==> src/common/gb80_pkg.sv <==
package gb80_pkg;

   // Bus widths
   typedef logic [15:0] addr_t;
   typedef logic [7:0]  data_t;

   // One bit per interrupt source, bit 0 has the highest priority
   typedef logic [4:0]  irq_t;

   // Memory map
   localparam addr_t hram_start = 16'hff80;
   localparam addr_t mmio_if    = 16'hff0f;
   localparam addr_t mmio_ie    = 16'hffff;

   // Interrupt sources
   //   0 vblank
   //   1 lcdc
   //   2 timer
   //   3 serial
   //   4 joypad
   localparam int irq_count = 5;

   // Source n jumps to irq_vector_base + 8 * n
   localparam data_t irq_vector_base = 8'h40;

endpackage

==> src/apb_mem_port.sv <==
`timescale 1ns/1ns

module apb_mem_port
   import gb80_pkg::*;
#(
   parameter int hram_depth = 127
) (
   input  logic       clock,
   input  logic       reset,

   input  addr_t      paddr,
   input  logic       psel,
   input  logic       penable,
   input  logic       pwrite,
   input  data_t      pwdata,
   output data_t      prdata,
   output logic       pready,

   output addr_t      ext_addr,
   output data_t      ext_wdata,
   input  data_t      ext_rdata,
   output logic       mem_we,
   output logic       mem_re,
   input  logic       mem_disable,

   output logic       hram_we,
   output logic [6:0] hram_addr,
   output data_t      hram_wdata,
   input  data_t      hram_rdata,

   output logic       if_we,
   output logic       ie_we,
   output irq_t       reg_wdata,
   input  irq_t       if_flags,
   input  irq_t       ie_flags
);

   localparam addr_t hram_last = addr_t'(int'(hram_start) + hram_depth - 1);

   typedef enum logic [1:0] {
      st_idle,
      st_access,
      st_ext_data
   } state_t;

   state_t state;
   state_t state_next;

   logic   sel_hram;
   logic   sel_if;
   logic   sel_ie;
   logic   sel_ext;
   logic   access;
   logic   ext_access;
   data_t  data_buf;

   // Register addresses win over the high RAM window
   assign sel_ie   = (paddr == mmio_ie);
   assign sel_if   = (paddr == mmio_if);
   assign sel_hram = !sel_ie && (paddr >= hram_start) && (paddr <= hram_last);
   assign sel_ext  = !(sel_ie || sel_if || sel_hram);

   // First access cycle of a transfer
   assign access     = (state == st_access) && psel && penable;
   assign ext_access = access && sel_ext;

   always_comb begin
      state_next = state;
      case (state)
         st_idle: begin
            if (psel && !penable) begin
               state_next = st_access;
            end
         end
         st_access: begin
            if (!psel) begin
               state_next = st_idle;
            end else if (penable) begin
               state_next = sel_ext ? st_ext_data : st_idle;
            end
         end
         // Second cycle always ends the transfer
         default: state_next = st_idle;
      endcase
   end

   always_ff @(posedge clock or posedge reset) begin
      if (reset) begin
         state <= st_idle;
      end else begin
         state <= state_next;
      end
   end

   // Data buffer holds the last byte that crossed the external port
   always_ff @(posedge clock) begin
      if (ext_access) begin
         if (mem_disable) begin
            data_buf <= '0;
         end else if (pwrite) begin
            data_buf <= pwdata;
         end else begin
            data_buf <= ext_rdata;
         end
      end
   end

   // Strobes last exactly the first access cycle
   assign mem_we    = ext_access && pwrite && !mem_disable;
   assign mem_re    = ext_access && !pwrite && !mem_disable;
   assign ext_addr  = paddr;
   assign ext_wdata = pwdata;

   assign hram_we    = access && sel_hram && pwrite;
   assign hram_addr  = 7'(paddr - hram_start);
   assign hram_wdata = pwdata;

   assign if_we     = access && sel_if && pwrite;
   assign ie_we     = access && sel_ie && pwrite;
   assign reg_wdata = pwdata[irq_count-1:0];

   // Local targets finish at once, external ones one cycle later
   assign pready = psel && penable &&
                   (((state == st_access) && !sel_ext) || (state == st_ext_data));

   always_comb begin
      if (state == st_ext_data) begin
         prdata = data_buf;
      end else if (sel_hram) begin
         prdata = hram_rdata;
      end else if (sel_if) begin
         prdata = data_t'(if_flags);
      end else if (sel_ie) begin
         prdata = data_t'(ie_flags);
      end else begin
         prdata = '0;
      end
   end

   strobe_exclusive: assert property (@(posedge clock) disable iff (reset)
      !(mem_we && mem_re));

   pready_in_access: assert property (@(posedge clock) disable iff (reset)
      pready |-> (psel && penable));

endmodule

==> src/hram.sv <==
`timescale 1ns/1ns

module hram
   import gb80_pkg::*;
#(
   parameter int hram_depth = 127
) (
   input  logic       clock,
   input  logic       reset,
   input  logic       hram_we,
   input  logic [6:0] hram_addr,
   input  data_t      hram_wdata,
   output data_t      hram_rdata
);

   data_t                 mem [hram_depth];

   // One bit per byte, set once the byte has been written since reset
   logic [hram_depth-1:0] written;

   always_ff @(posedge clock) begin
      if (hram_we) begin
         mem[hram_addr] <= hram_wdata;
      end
   end

   always_ff @(posedge clock or posedge reset) begin
      if (reset) begin
         written <= '0;
      end else if (hram_we) begin
         written[hram_addr] <= 1'b1;
      end
   end

   // Unwritten bytes read as zero
   assign hram_rdata = (int'(hram_addr) < hram_depth && written[hram_addr]) ?
                       mem[hram_addr] : '0;

   write_in_range: assert property (@(posedge clock) disable iff (reset)
      hram_we |-> (int'(hram_addr) < hram_depth));

endmodule

==> src/interrupt/irq_ctrl.sv <==
`timescale 1ns/1ns

module irq_ctrl
   import gb80_pkg::*;
(
   input  logic  clock,
   input  logic  reset,
   input  irq_t  irq_raise,
   input  logic  irq_ack,
   input  logic  if_we,
   input  logic  ie_we,
   input  irq_t  reg_wdata,
   output irq_t  if_flags,
   output irq_t  ie_flags,
   output logic  irq_pending,
   output data_t irq_vector
);

   localparam int index_w = $clog2(irq_count);

   irq_t               active;
   logic [index_w-1:0] sel_index;
   irq_t               sel_mask;
   irq_t               clear_mask;

   assign active = if_flags & ie_flags;

   // Priority encoder, lowest set bit wins
   always_comb begin
      sel_index = '0;
      sel_mask  = '0;
      for (int i = irq_count - 1; i >= 0; i--) begin
         if (active[i]) begin
            sel_index = index_w'(i);
            sel_mask  = irq_t'(1) << i;
         end
      end
   end

   assign irq_pending = |active;

   // Vectors sit 8 bytes apart
   assign irq_vector = irq_vector_base + data_t'({sel_index, 3'b000});

   // Acknowledge drops only the flag being served
   assign clear_mask = irq_ack ? sel_mask : '0;

   // A raise in the same cycle is ORed in last, so it beats the clear
   always_ff @(posedge clock or posedge reset) begin
      if (reset) begin
         if_flags <= '0;
      end else if (if_we) begin
         if_flags <= reg_wdata | irq_raise;
      end else begin
         if_flags <= (if_flags & ~clear_mask) | irq_raise;
      end
   end

   always_ff @(posedge clock or posedge reset) begin
      if (reset) begin
         ie_flags <= '0;
      end else if (ie_we) begin
         ie_flags <= reg_wdata;
      end
   end

   ack_while_pending: assert property (@(posedge clock) disable iff (reset)
      irq_ack |-> irq_pending);

endmodule

==> src/gb80_bus_unit.sv <==
`timescale 1ns/1ns

module gb80_bus_unit
   import gb80_pkg::*;
#(
   parameter int hram_depth = 127
) (
   input  logic  clock,
   input  logic  reset,

   // APB slave
   input  addr_t paddr,
   input  logic  psel,
   input  logic  penable,
   input  logic  pwrite,
   input  data_t pwdata,
   output data_t prdata,
   output logic  pready,

   // External memory port
   output addr_t ext_addr,
   output data_t ext_wdata,
   input  data_t ext_rdata,
   output logic  mem_we,
   output logic  mem_re,
   input  logic  mem_disable,

   // Interrupts
   input  irq_t  irq_raise,
   input  logic  irq_ack,
   output logic  irq_pending,
   output data_t irq_vector,
   output irq_t  if_flags,
   output irq_t  ie_flags
);

   logic       hram_we;
   logic [6:0] hram_addr;
   data_t      hram_wdata;
   data_t      hram_rdata;

   logic       if_we;
   logic       ie_we;
   irq_t       reg_wdata;

   apb_mem_port #(
      .hram_depth (hram_depth)
   ) u_apb_mem_port (
      .clock       (clock),
      .reset       (reset),
      .paddr       (paddr),
      .psel        (psel),
      .penable     (penable),
      .pwrite      (pwrite),
      .pwdata      (pwdata),
      .prdata      (prdata),
      .pready      (pready),
      .ext_addr    (ext_addr),
      .ext_wdata   (ext_wdata),
      .ext_rdata   (ext_rdata),
      .mem_we      (mem_we),
      .mem_re      (mem_re),
      .mem_disable (mem_disable),
      .hram_we     (hram_we),
      .hram_addr   (hram_addr),
      .hram_wdata  (hram_wdata),
      .hram_rdata  (hram_rdata),
      .if_we       (if_we),
      .ie_we       (ie_we),
      .reg_wdata   (reg_wdata),
      .if_flags    (if_flags),
      .ie_flags    (ie_flags)
   );

   hram #(
      .hram_depth (hram_depth)
   ) u_hram (
      .clock      (clock),
      .reset      (reset),
      .hram_we    (hram_we),
      .hram_addr  (hram_addr),
      .hram_wdata (hram_wdata),
      .hram_rdata (hram_rdata)
   );

   irq_ctrl u_irq_ctrl (
      .clock       (clock),
      .reset       (reset),
      .irq_raise   (irq_raise),
      .irq_ack     (irq_ack),
      .if_we       (if_we),
      .ie_we       (ie_we),
      .reg_wdata   (reg_wdata),
      .if_flags    (if_flags),
      .ie_flags    (ie_flags),
      .irq_pending (irq_pending),
      .irq_vector  (irq_vector)
   );

endmodule

==> config.mk <==
export PLATFORM = sky130hd
export DESIGN_NAME = gb80_bus_unit
export DESIGN_NICKNAME = d
export VERILOG_FILES = /design/src/common/gb80_pkg.sv /design/src/apb_mem_port.sv /design/src/hram.sv /design/src/interrupt/irq_ctrl.sv /design/src/gb80_bus_unit.sv
export SDC_FILE = /design/constraint.sdc
export NUM_CORES = 1
export LEC_CHECK = 0
export BUFFER_PORTS_ARGS = -buffer_cell sky130_fd_sc_hd__buf_4
export CELL_PAD_IN_SITES_DETAIL_PLACEMENT = 0
export CELL_PAD_IN_SITES_GLOBAL_PLACEMENT = 1
export CORE_AREA = 2 2 291 293
export DETAILED_ROUTE_END_ITERATION = 12
export DIE_AREA = 0 0 293 295
export PLACE_DENSITY_LB_ADDON = 0.1
export SLEW_MARGIN = 0
export SYNTH_ARGS = -nofsm -noshare
export SYNTH_HDL_FRONTEND = slang
export SYNTH_SLANG_ARGS = --single-unit
==> constraint.sdc <==
create_clock -name clock -period 7.64 [get_ports clock]
set_input_delay 1.528 -clock clock [delete_from_list [all_inputs] [get_ports clock]]
set_output_delay 1.528 -clock clock [all_outputs]
set_load 0.03 [all_outputs]
* Word-level counts from Yosys, hierarchy flattened *
Memories as Yosys holds them, arrays and structs flattened.
Cells that the tools add are included.

cells by class
  add/subtract/negate cells = 2
  multiply operators = 0
  div/mod/pow operators = 0
  order comparisons = 5
  eq/ne operators = 6
  shift-type cells = 0
  muxes and demuxes = 29
  bitwise operators = 6
  reductions and logical operators = 32

operator list
  operator                                                                       count
  127-bit bitwise OR                                                             1
  5-bit 2-to-1 mux                                                               8
  8-bit 2-to-1 mux                                                               5
  16-bit == test (second input constant)                                         2
  1-bit logical AND                                                              21
  16-bit >= comparator (second input constant)                                   1
  16-bit <= comparator (second input constant)                                   1
  3-bit 2-to-1 mux                                                               5
  5-bit bitwise AND                                                              2
  5-bit bitwise OR                                                               2
  7-bit by 6-bit adder with 8-bit output (first input constant)                  1
  7-bit by 8-bit less-than comparator with 1-bit output (second input constant)  1
  2-bit 2-to-1 mux                                                               4
  1-bit binary-select mux with 7-bit select                                      1
  1-bit demux with 7-bit select                                                  1
  7-bit by 1-bit >= comparator with 1-bit output (second input constant)         1
  7-bit less-than comparator (second input constant)                             1
  7-bit by 1-bit subtractor with 7-bit output (second input constant)            1
  1-bit zero test                                                                5
  5-bit NOT                                                                      1
  5-bit OR reduction                                                             1
  1-bit 2-to-1 mux                                                               4
  2-bit one-hot mux with 2 select lines                                          1
  1-bit logical OR                                                               3
  other kinds (6)                                                                6

word-level totals
  flip-flop bits (word level) = 147
  bits in latches = 0
  bits in writable memories = 1016
  bits in read-only memories = 0
  bits of input ports = 44
  output and inout bits = 54
  memories = 1

memory list
  memory      depth  bits a word  read ports  clocked after Yosys merged registers in  write ports  RTL line    text
  u_hram.mem  127    8            1           0                                        1            hram.sv:16  data_t mem [hram_depth];

* Depth between registers and ports, before layout *
Gate-level depths: netlist of run 1.

  depth in word-level cells = 11
  depth in mapped cells = 14
  depth with buffers taken out = 8

* Hierarchy *
From an unflattened synthesis of run 1, not the netlist that was laid out.

unflattened totals
  cell total of the unflattened synthesis = 2855
  area total of the unflattened synthesis = 46729.8 µm²

modules (own cells, without submodules)
  module        instances  cells each  area each (µm²)
  hram          1          2673        45036.9
  apb_mem_port  1          127         1139.8
  irq_ctrl      1          55          553.0

* Worst setup path before layout of run 1 *
Ideal clock, no wire load.

  kind = input-to-output
  from = in paddr[0]
  to = out prdata[5]
  arrival time = 3.652 ns
  setup slack = 2.460 ns
  cell stages on the path = 14
  path buffers = 6
  path through = buf_6 buf_6 buf_6 buf_6 buf_6 nand2_2 buf_2 o22ai_1 o22ai_1 o221ai_1 a32oi_1 o31ai_1 nor4b_1 a32o_1

on the way
  cells in the longest elaborated chain, start to end = 7

RTL lines
  element                                      RTL line             text
  start, declared                              gb80_bus_unit.sv:12  input addr_t paddr,
  7-bit by 1-bit subtractor with 7-bit output  apb_mem_port.sv:115  assign hram_addr = 7'(paddr - hram_start);
  1-bit binary-select mux with 7-bit select    hram.sv:36           assign hram_rdata = (int'(hram_addr) < hram_depth && written[hram_addr]) ?
  1-bit 2-to-1 mux (not written as such)       hram.sv:36
  1-bit logical AND                            hram.sv:36
  8-bit 2-to-1 mux                             hram.sv:36
  8-bit 2-to-1 mux *                           apb_mem_port.sv:129  end else if (sel_hram) begin
  8-bit 2-to-1 mux *                           apb_mem_port.sv:127  if (state == st_ext_data) begin
  end, declared                                gb80_bus_unit.sv:17  output data_t prdata,

Mark *: on every way between the ends. The rest lies on a longest branch, timed or not. The select of a mux whose other input is x is not followed.

* Worst setup path in the final report of run 1 *
  from = in paddr[0]
  to = out prdata[4]

The elaborated chain is that of the path after synthesis.

==> metrics.md, run 1 <==
| Metric | Value |
|---|---|
| Clock sinks | `approximately 1200` |
| Most common cell after layout, fill and taps aside | `edfxtp_1` |
| Clock skew | `13.2 ps` |
| Outcome | `complete, no violations` |
| Placeable Area | `slightly above 80000 um2` |
| WP data required | `roughly 6100 ps` |
| Peak Freq | `0.145 GHz` |
| Path category of the worst min-delay check | `flip-flop to flip-flop` |
| DR iter-0 viols | `4110` |
| Initial Utilization | `0.546` |
| Final #Nets | `3026` |
| PwrDens | `263 nW/um2` |
| Met1 track demand over resource | `0.481` |
| RSZ-0062 raised after global routing | `no` |
| Htree depth | `3` |
| Most frequent cells in the layout | `1024 x edfxtp_1, 247 x nor2_1, 226 x o22ai_1` |
| Row cnt | `between 100 and 150` |
| Overflow left after global routing | `0` |
| Non-Filler Instances | `between 4000 and 5000` |
| GRT Max-Usage Layer | `met2` |
| Finished Cell Area | `51300 um2` |
| Nature of the critical path startpoint | `input port` |
| Fin crit share | `0.903` |
| Filler cells | `between 6000 and 7000` |
| Core Util, Final | `0.617` |
| Leak | `17.8 nW` |
| Post-synth EDFFs | `1024` |
| M2 GR Usage | `0.517` |
| Largest net degree at the start of global routing | `81` |
| Via count | `28400` |
| Min Tclk post-route | `6900 ps` |
| Maxcap violations | `0` |
| CP Capture Type | `output pin` |
| Seq/Total Area, Yosys | `0.754` |
| Final ANT Viol Nets | `0` |
| Vias in the first global route | `27800` |
| Post-CTS sizing | `0` |
| Crit Path Max Fanout | `72` |
| Root buffer cell | `clkbuf_16` |
| Flops & latches, synth | `about 1200` |
| Skew-Pair Late Insertion Delay | `700 ps` |
| Area after DPL | `between 40000 and 50000 um2` |
| Slew HR | `0.132` |
| Cts hold-fix bufs | `0` |
| Most common flop cell mapped by yosys | `edfxtp_1` |
| Clock slew at reported path FFs | `60 ps` |
| Slew of the pin with the lowest slew margin | `1300 ps` |
| Num CTS Buffers | `116` |
| GR Util met3 | `0.0805` |
| Routed WL | `147000 um` |
| Final setup fails | `0` |
| Die Span X | `293 um` |
| Final TNS setup | `0 ps` |
| Cell count after synthesis | `2856` |
| Hold path cells | `1` |
| Via/cell ratio | `6.82` |
| Synthesis-to-finish area growth | `13.1%` |
| Syn_area_per_cell | `around 16 um2` |
| Die area | `around 86000 um2` |
| # DRC | `0` |
| Hold violation count in the final report | `0` |
| GR Util All Layers | `0.340` |
| Initial antenna violation count | `5` |
| Asr flop ratio synth | `0.120` |
| Bufs on Longest Clock Path | `3` |
| Routed WL per cell | `35.2 um` |
| Yosys warns | `0` |
| HPWL Detailed | `91800 um` |
| Worst r2r path cells | `7` |
| Post-CTS setup buffer count | `0` |
| Worst EP arrival | `5370 ps` |
| Pre-antenna DRT Iters | `8` |
| CTS tree | `yes` |
| Count of different cell masters after synthesis | `76` |
| # port buffers | `92` |
| Share of layout cells above drive strength 1 | `0.218` |
| Num ports | `98` |
| Critical setup path kind | `input port to output pin` |
| RePlAce Congestion | `0.918` |
| Die Y | `295 um` |
| Post-Syn Area | `~45000 um2` |
| Placed Cells | `3944` |
| Slew Viols, Final | `0` |
| Worst VDD drop | `0.000230 V` |
| First-pass GRT wire length | `~210000 um` |
[cells in the mapped netlist, types with 25 or more instances]
| cell type | n | area (um2) |
|---|---|---|
| o21ai_0 | 77 | 385 |
| buf_1 | 25 | 93.8 |
| a221oi_1 | 49 | 429 |
| mux2_2 | 92 | 1040 |
| buf_4 | 48 | 360 |
| nand2_1 | 89 | 334 |
| o221ai_1 | 63 | 552 |
| buf_2 | 67 | 335 |
| clkbuf_1 | 60 | 225 |
| or2_2 | 131 | 820 |
| a21oi_1 | 84 | 420 |
| edfxtp_1 | 1024 | 30700 |
| o22ai_1 | 226 | 1410 |
| mux2i_1 | 81 | 811 |
| dfrtp_1 | 139 | 3480 |
| nor2_1 | 248 | 931 |
[power by group]
part / internal [mW] / switching, mW / total, mW / leakage, nW
Clock: 3.33 / 2.46 / 5.79 / 1.93
Combinational: 0.206 / 0.580 / 0.786 / 4.76
Sequential: 6.92 / 0.000794 / 6.92 / 11.1
[per-stage QoR]
stage	setup slack (ps)	power, mW	hold WS, ps
2_1_floorplan	2390	7.41	431
3_3_place_gp	596	7.81	448
3_5_place_dp	889	7.81	450
4_1_cts	857	13.5	467
5_1_grt	635	13.8	478
6_report	740	13.5	466
[final timing paths]
path	from	end	slack, ps
max in group asynchronous	reset	u_hram.written[15]	5090
max	paddr[0]	prdata[4]	740
min in group asynchronous	reset	u_hram.written[56]	970
max reg2reg	u_apb_mem_port.state[1]	u_hram.mem[89][0]	3710
min reg2reg	u_hram.written[65]	u_hram.written[65]	470
min	u_hram.written[65]	u_hram.written[65]	470
[critical path, cell delays in order]
cell	delay (ps)
buf_8	440
buf_4	430
buf_4	320
mux2_2	210
o22ai_1	80
o21ai_0	230
o221ai_1	460
a32oi_1	350
o21ai_0	300
nor4_1	330
buf_4	180
a31o_1	180
buf_4	180
[cells by family (layout without fill, tap and decap cells)]
family                 count (synthesis)  after routing  synth area share
AO/OA/AOI/OAI                        680            680             0.104
other                                  2              8          0.000166
buffers and inverters                220            447            0.0262
flip-flops                          1163           1163             0.754
AND/OR/NAND/NOR                      594            594            0.0632
multiplexers                         197            197            0.0524
[area by class of cell]
cell class / count / area, um2 / area share
Clock buffer: 160 / 3260 / 0.0635
Sequential cell: 1163 / 34200 / 0.667
Clock inverter: 62 / 646 / 0.0126
Antenna cell: 3 / 7.51 / 0.000146
Multi-Input combinational cell: 1476 / 10000 / 0.195
Tap cell: 1080 / 1350 / 0.0263
Timing Repair Buffer: 218 / 1790 / 0.0348
Inverter: 7 / 31.3 / 0.000609
[state kept, by name (all words and copies together) (netlist names)]
| name | flops |
|---|---|
| u_apb_mem_port.state | 2 |
| u_hram.mem | 1016 |
| u_irq_ctrl.ie_flags | 5 |
| u_irq_ctrl.if_flags | 5 |
| u_apb_mem_port.data_buf | 8 |
| u_hram.written | 127 |
[routing by layer]
metal / up-vias / part of all wire
met2: 1853 / 0.46
met3: 291 / 0.11
met1: 14700 / 0.39
met5: - / 0.0014
met4: 6 / 0.041
li1: 11600 / -
Note: power is estimated with default switching activity, not from simulation.
==> run 2: changes to the inputs <==
ABC_AREA = 1   (was unset)
CORE_AREA = 2 2 306 308   (was 2 2 291 293)
DIE_AREA = 0 0 308 310   (was 0 0 293 295)
==> run 2 against run 1 <==
  * Synthesized cell count grew 67%
  * Combinational power is essentially flat
  * Area after synthesis grew 8.9%
  * Total power shrank 0.44%
  * Utilization shrank 2.6 points
  * Count of clock-buffer cells in the layout grew 5
  * Fmax grew 9.0%
  * Global-route usage shrank 5.2 points
  * First-iteration DRC count shrank 15%
  * Critical path type unchanged
  * Largest cell class unchanged
  * Largest power group unchanged
  * Highest routed layer is now met4
==> metrics.md, run 2 <==
| Metric | Value |
|---|---|
| Clock skew | `24.5 ps (+11.3 ps)` |
| Final setup fails | `0 (unchanged)` |
| Max FFs per register | `1016 (unchanged)` |
| Biggest register | `u_hram.mem` |
| Syn_area_per_cell | `10.4 um2 (-35%)` |
| Pre-antenna DRT Iters | `6 (-2)` |
| Leak | `22.6 nW (+27%)` |
| Largest registers | `u_hram.mem x1016, u_hram.written x127, u_apb_mem_port.data_buf x8` |
| Share of layout cells above drive strength 1 | `0.0811 (-0.137)` |
| Count of different cell masters after synthesis | `39 (-49%)` |
| Post-CTS sizing | `0 (unchanged)` |
| Largest net degree at the start of global routing | `176 (+120%)` |
| Peak Freq | `0.158 GHz (+9.0%)` |
| Slew of the pin with the lowest slew margin | `1160 ps (-132 ps)` |
| Nature of the critical path startpoint | `input port` |
| Num CTS Buffers | `121 (+4.3%)` |
| WP data required | `6110 ps (about the same)` |
| Placed Cells | `5842 (+48%)` |
| Most frequent CP cell | `nand2_1` |
| Outcome | `complete, no violations` |
| Place WS | `1340 ps (+452 ps)` |
| Fin crit share | `0.828 (-0.0749)` |
| Htree depth | `3 (unchanged)` |
| GR Util All Layers | `0.288 (-0.0525)` |
| Post-synth EDFFs | `1024 (unchanged)` |
| Bufs on Longest Clock Path | `3 (unchanged)` |
| # DRC | `0 (unchanged)` |
| Routed WL per cell | `22.6 um (-36%)` |
| Die Y | `310 um (+5.1%)` |
| DR iter-0 viols | `3509 (-15%)` |
| Cts hold-fix bufs | `0 (unchanged)` |
| Post-CTS setup buffer count | `0 (unchanged)` |
| Crit Path Max Fanout | `175 (+140%)` |
| Worst VDD drop | `0.000224 V (-2.7%)` |
| Smallest hold slack | `455 ps (-10.5 ps)` |
| Final Power | `13.4 mW (-0.44%)` |
| CTS tree | `yes` |
| R2r setup slk | `4060 ps (+350 ps)` |
| Initial Utilization | `0.534 (-0.0115)` |
| Commonest cells in the netlist | `1738 x nand2_1, 1024 x edfxtp_1, 493 x nor2_1, 381 x inv_1, 236 x nand3_1` |
| Synth top area cells | `edfxtp_1 62%, nand2_1 13%, dfrtp_1 7.0%` |
| Cell Chain, Critical Path | `buf_8, inv_16, buf_12, nand2_1, nand3_1, nand2_1, o21ai_0, and2_1, nand2_1, nand2_1, nand3_1, nor2_1, nand2_1, a21oi_1, buf_4` |
| Slowest stage delay, CP | `540 ps (+80 ps)` |
| Seq/Total Area, Yosys | `0.693 (-0.0616)` |
| M2 GR Usage | `0.473 (-0.0432)` |
| Flops & latches, synth | `1163 (unchanged)` |
| Post-Syn Area | `49400 um2 (+8.9%)` |
| Slowest-stage cell, CP | `inv_16` |
| Antenna diodes | `0 (-3)` |
| CP bufs+invs | `4 (-1)` |
| Row cnt | `112 (+5.7%)` |
| Synthesis-to-finish area growth | `10.7%` |
| Min Tclk post-route | `6330 ps (-572 ps)` |
| GR Util met3 | `0.0303 (-0.0502)` |
| Count leader, synth | `nand2_1` |
| Maxcap violations | `0 (unchanged)` |
| Most frequent cells in the layout | `1735 x nand2_1, 1024 x edfxtp_1, 492 x nor2_1` |
| Met1 track demand over resource | `0.409 (-0.0720)` |
| Root buffer cell | `clkbuf_16` |
| Clock slew at reported path FFs | `60 ps (about the same)` |
| Hold violation count in the final report | `0 (unchanged)` |
| Skew-Pair Late Insertion Delay | `720 ps (+20 ps)` |
| Final TNS setup | `0 ps (unchanged)` |
| Placeable Area | `92500 um2 (+11%)` |
| Area leader, netlist | `edfxtp_1` |
| Slew Viols, Final | `0 (unchanged)` |
| Routed WL | `137000 um (-6.7%)` |
| First-pass GRT wire length | `203000 um (-2.2%)` |
| HPWL Detailed | `79600 um (-13%)` |
| Via count | `33100 (+16%)` |
| GRT Max-Usage Layer | `met2` |
| # port buffers | `92 (unchanged)` |
| Non-Filler Instances | `6070 (+46%)` |
| Die Span X | `308 um (+5.1%)` |
| Clock sinks | `1163 (unchanged)` |
| Num ports | `98 (unchanged)` |
| PwrDens | `246 nW/um2 (-6.5%)` |
| Path category of the worst min-delay check | `flip-flop to flip-flop` |
| Final ANT Viol Nets | `0 (unchanged)` |
| CP top delay family | `simple AND/OR/NAND/NOR gates` |
| Most common cell after layout, fill and taps aside | `nand2_1` |
| Via/cell ratio | `5.45 (-20%)` |
| Share of the synthesized area in the top cell type | `0.622 (-0.0553)` |
| Asr flop ratio synth | `0.120 (unchanged)` |
| Initial antenna violation count | `0 (-5)` |
| RePlAce Congestion | `0.849 (-7.5%)` |
| Cell count after synthesis | `4756 (+67%)` |
| Final #Nets | `4812 (+59%)` |
| Worst EP arrival | `4800 ps (-570 ps)` |
| Worst setup margin | `1310 ps (+572 ps)` |
| Vias in the first global route | `31400 (+13%)` |
| Overflow left after global routing | `0 (unchanged)` |
| Yosys warns | `0 (unchanged)` |
| RSZ-0062 raised after global routing | `no` |
| Most common flop cell mapped by yosys | `edfxtp_1` |
| Slew HR | `0.221 (+0.0893)` |
| Critical setup path kind | `input port to output pin` |
| Die area | `95500 um2 (+10%)` |
| CP Capture Type | `output pin` |
==> run 2: report_power, final <==
| part | switching, mW | internal, mW |
|---|---|---|
| sequential | 0.000316 | 6.92 |
| clock | 2.46 | 3.27 |
| combinational | 0.607 | 0.177 |
==> run 2: worst paths after layout <==
check,end,from,cells after the start
max in group asynchronous,u_hram.written[11],reset,3
setup / recovery,prdata[2],paddr[0],15
min in group asynchronous,u_hram.written[68],reset,2
setup reg to reg,u_hram.mem[30][7],u_apb_mem_port.state[1],7
hold reg to reg,u_hram.written[23],u_hram.written[23],2
hold / removal,u_hram.written[23],u_hram.written[23],2
==> run 2: final cells by class <==
class	instances	area, um2
clock buffers	165	3290
multi-input cells	2933	12300
flip-flops and latches	1163	34200
clock inverters	63	536
repair buffers	160	1350
fillers	7815	37800
inverters	389	1490
well taps	1197	1500
==> run 2: per-layer routing <==
metal  vias to the layer above  share of wire
met5                         -              0
met4                         0          0.027
met3                       200          0.062
met2                      1139           0.48
met1                     16100           0.43
li1                      15600              -
==> run 2: cells by family (layout without fill, tap and decap cells) <==
group | count (synthesis) | count (layout) | share of synthesized area
AO/OA/AOI/OAI | 379 | 379 | 0.0434
other | 2 | 5 | 0.000152
AND/OR/NAND/NOR | 2549 | 2549 | 0.204
flip-flops | 1163 | 1163 | 0.693
buffers and inverters | 663 | 777 | 0.0592
==> run 2: worst reg2reg max path, cell delays in order (launching register included) <==
cell     delay [ps]
dfrtp_1         390
nor2_1          140
nand3_1         130
nor2_1          320
nand2_4         130
nor2_2          490
nand2_1         550
nor2_1         1040
==> run 2: stage by stage <==
step	util	instance area (um2)
CTS	0.591	54700
finish	0.591	54700
floorplan	-	49400
global placement	0.550	50800
global route	0.591	54700
detailed placement	0.550	50800
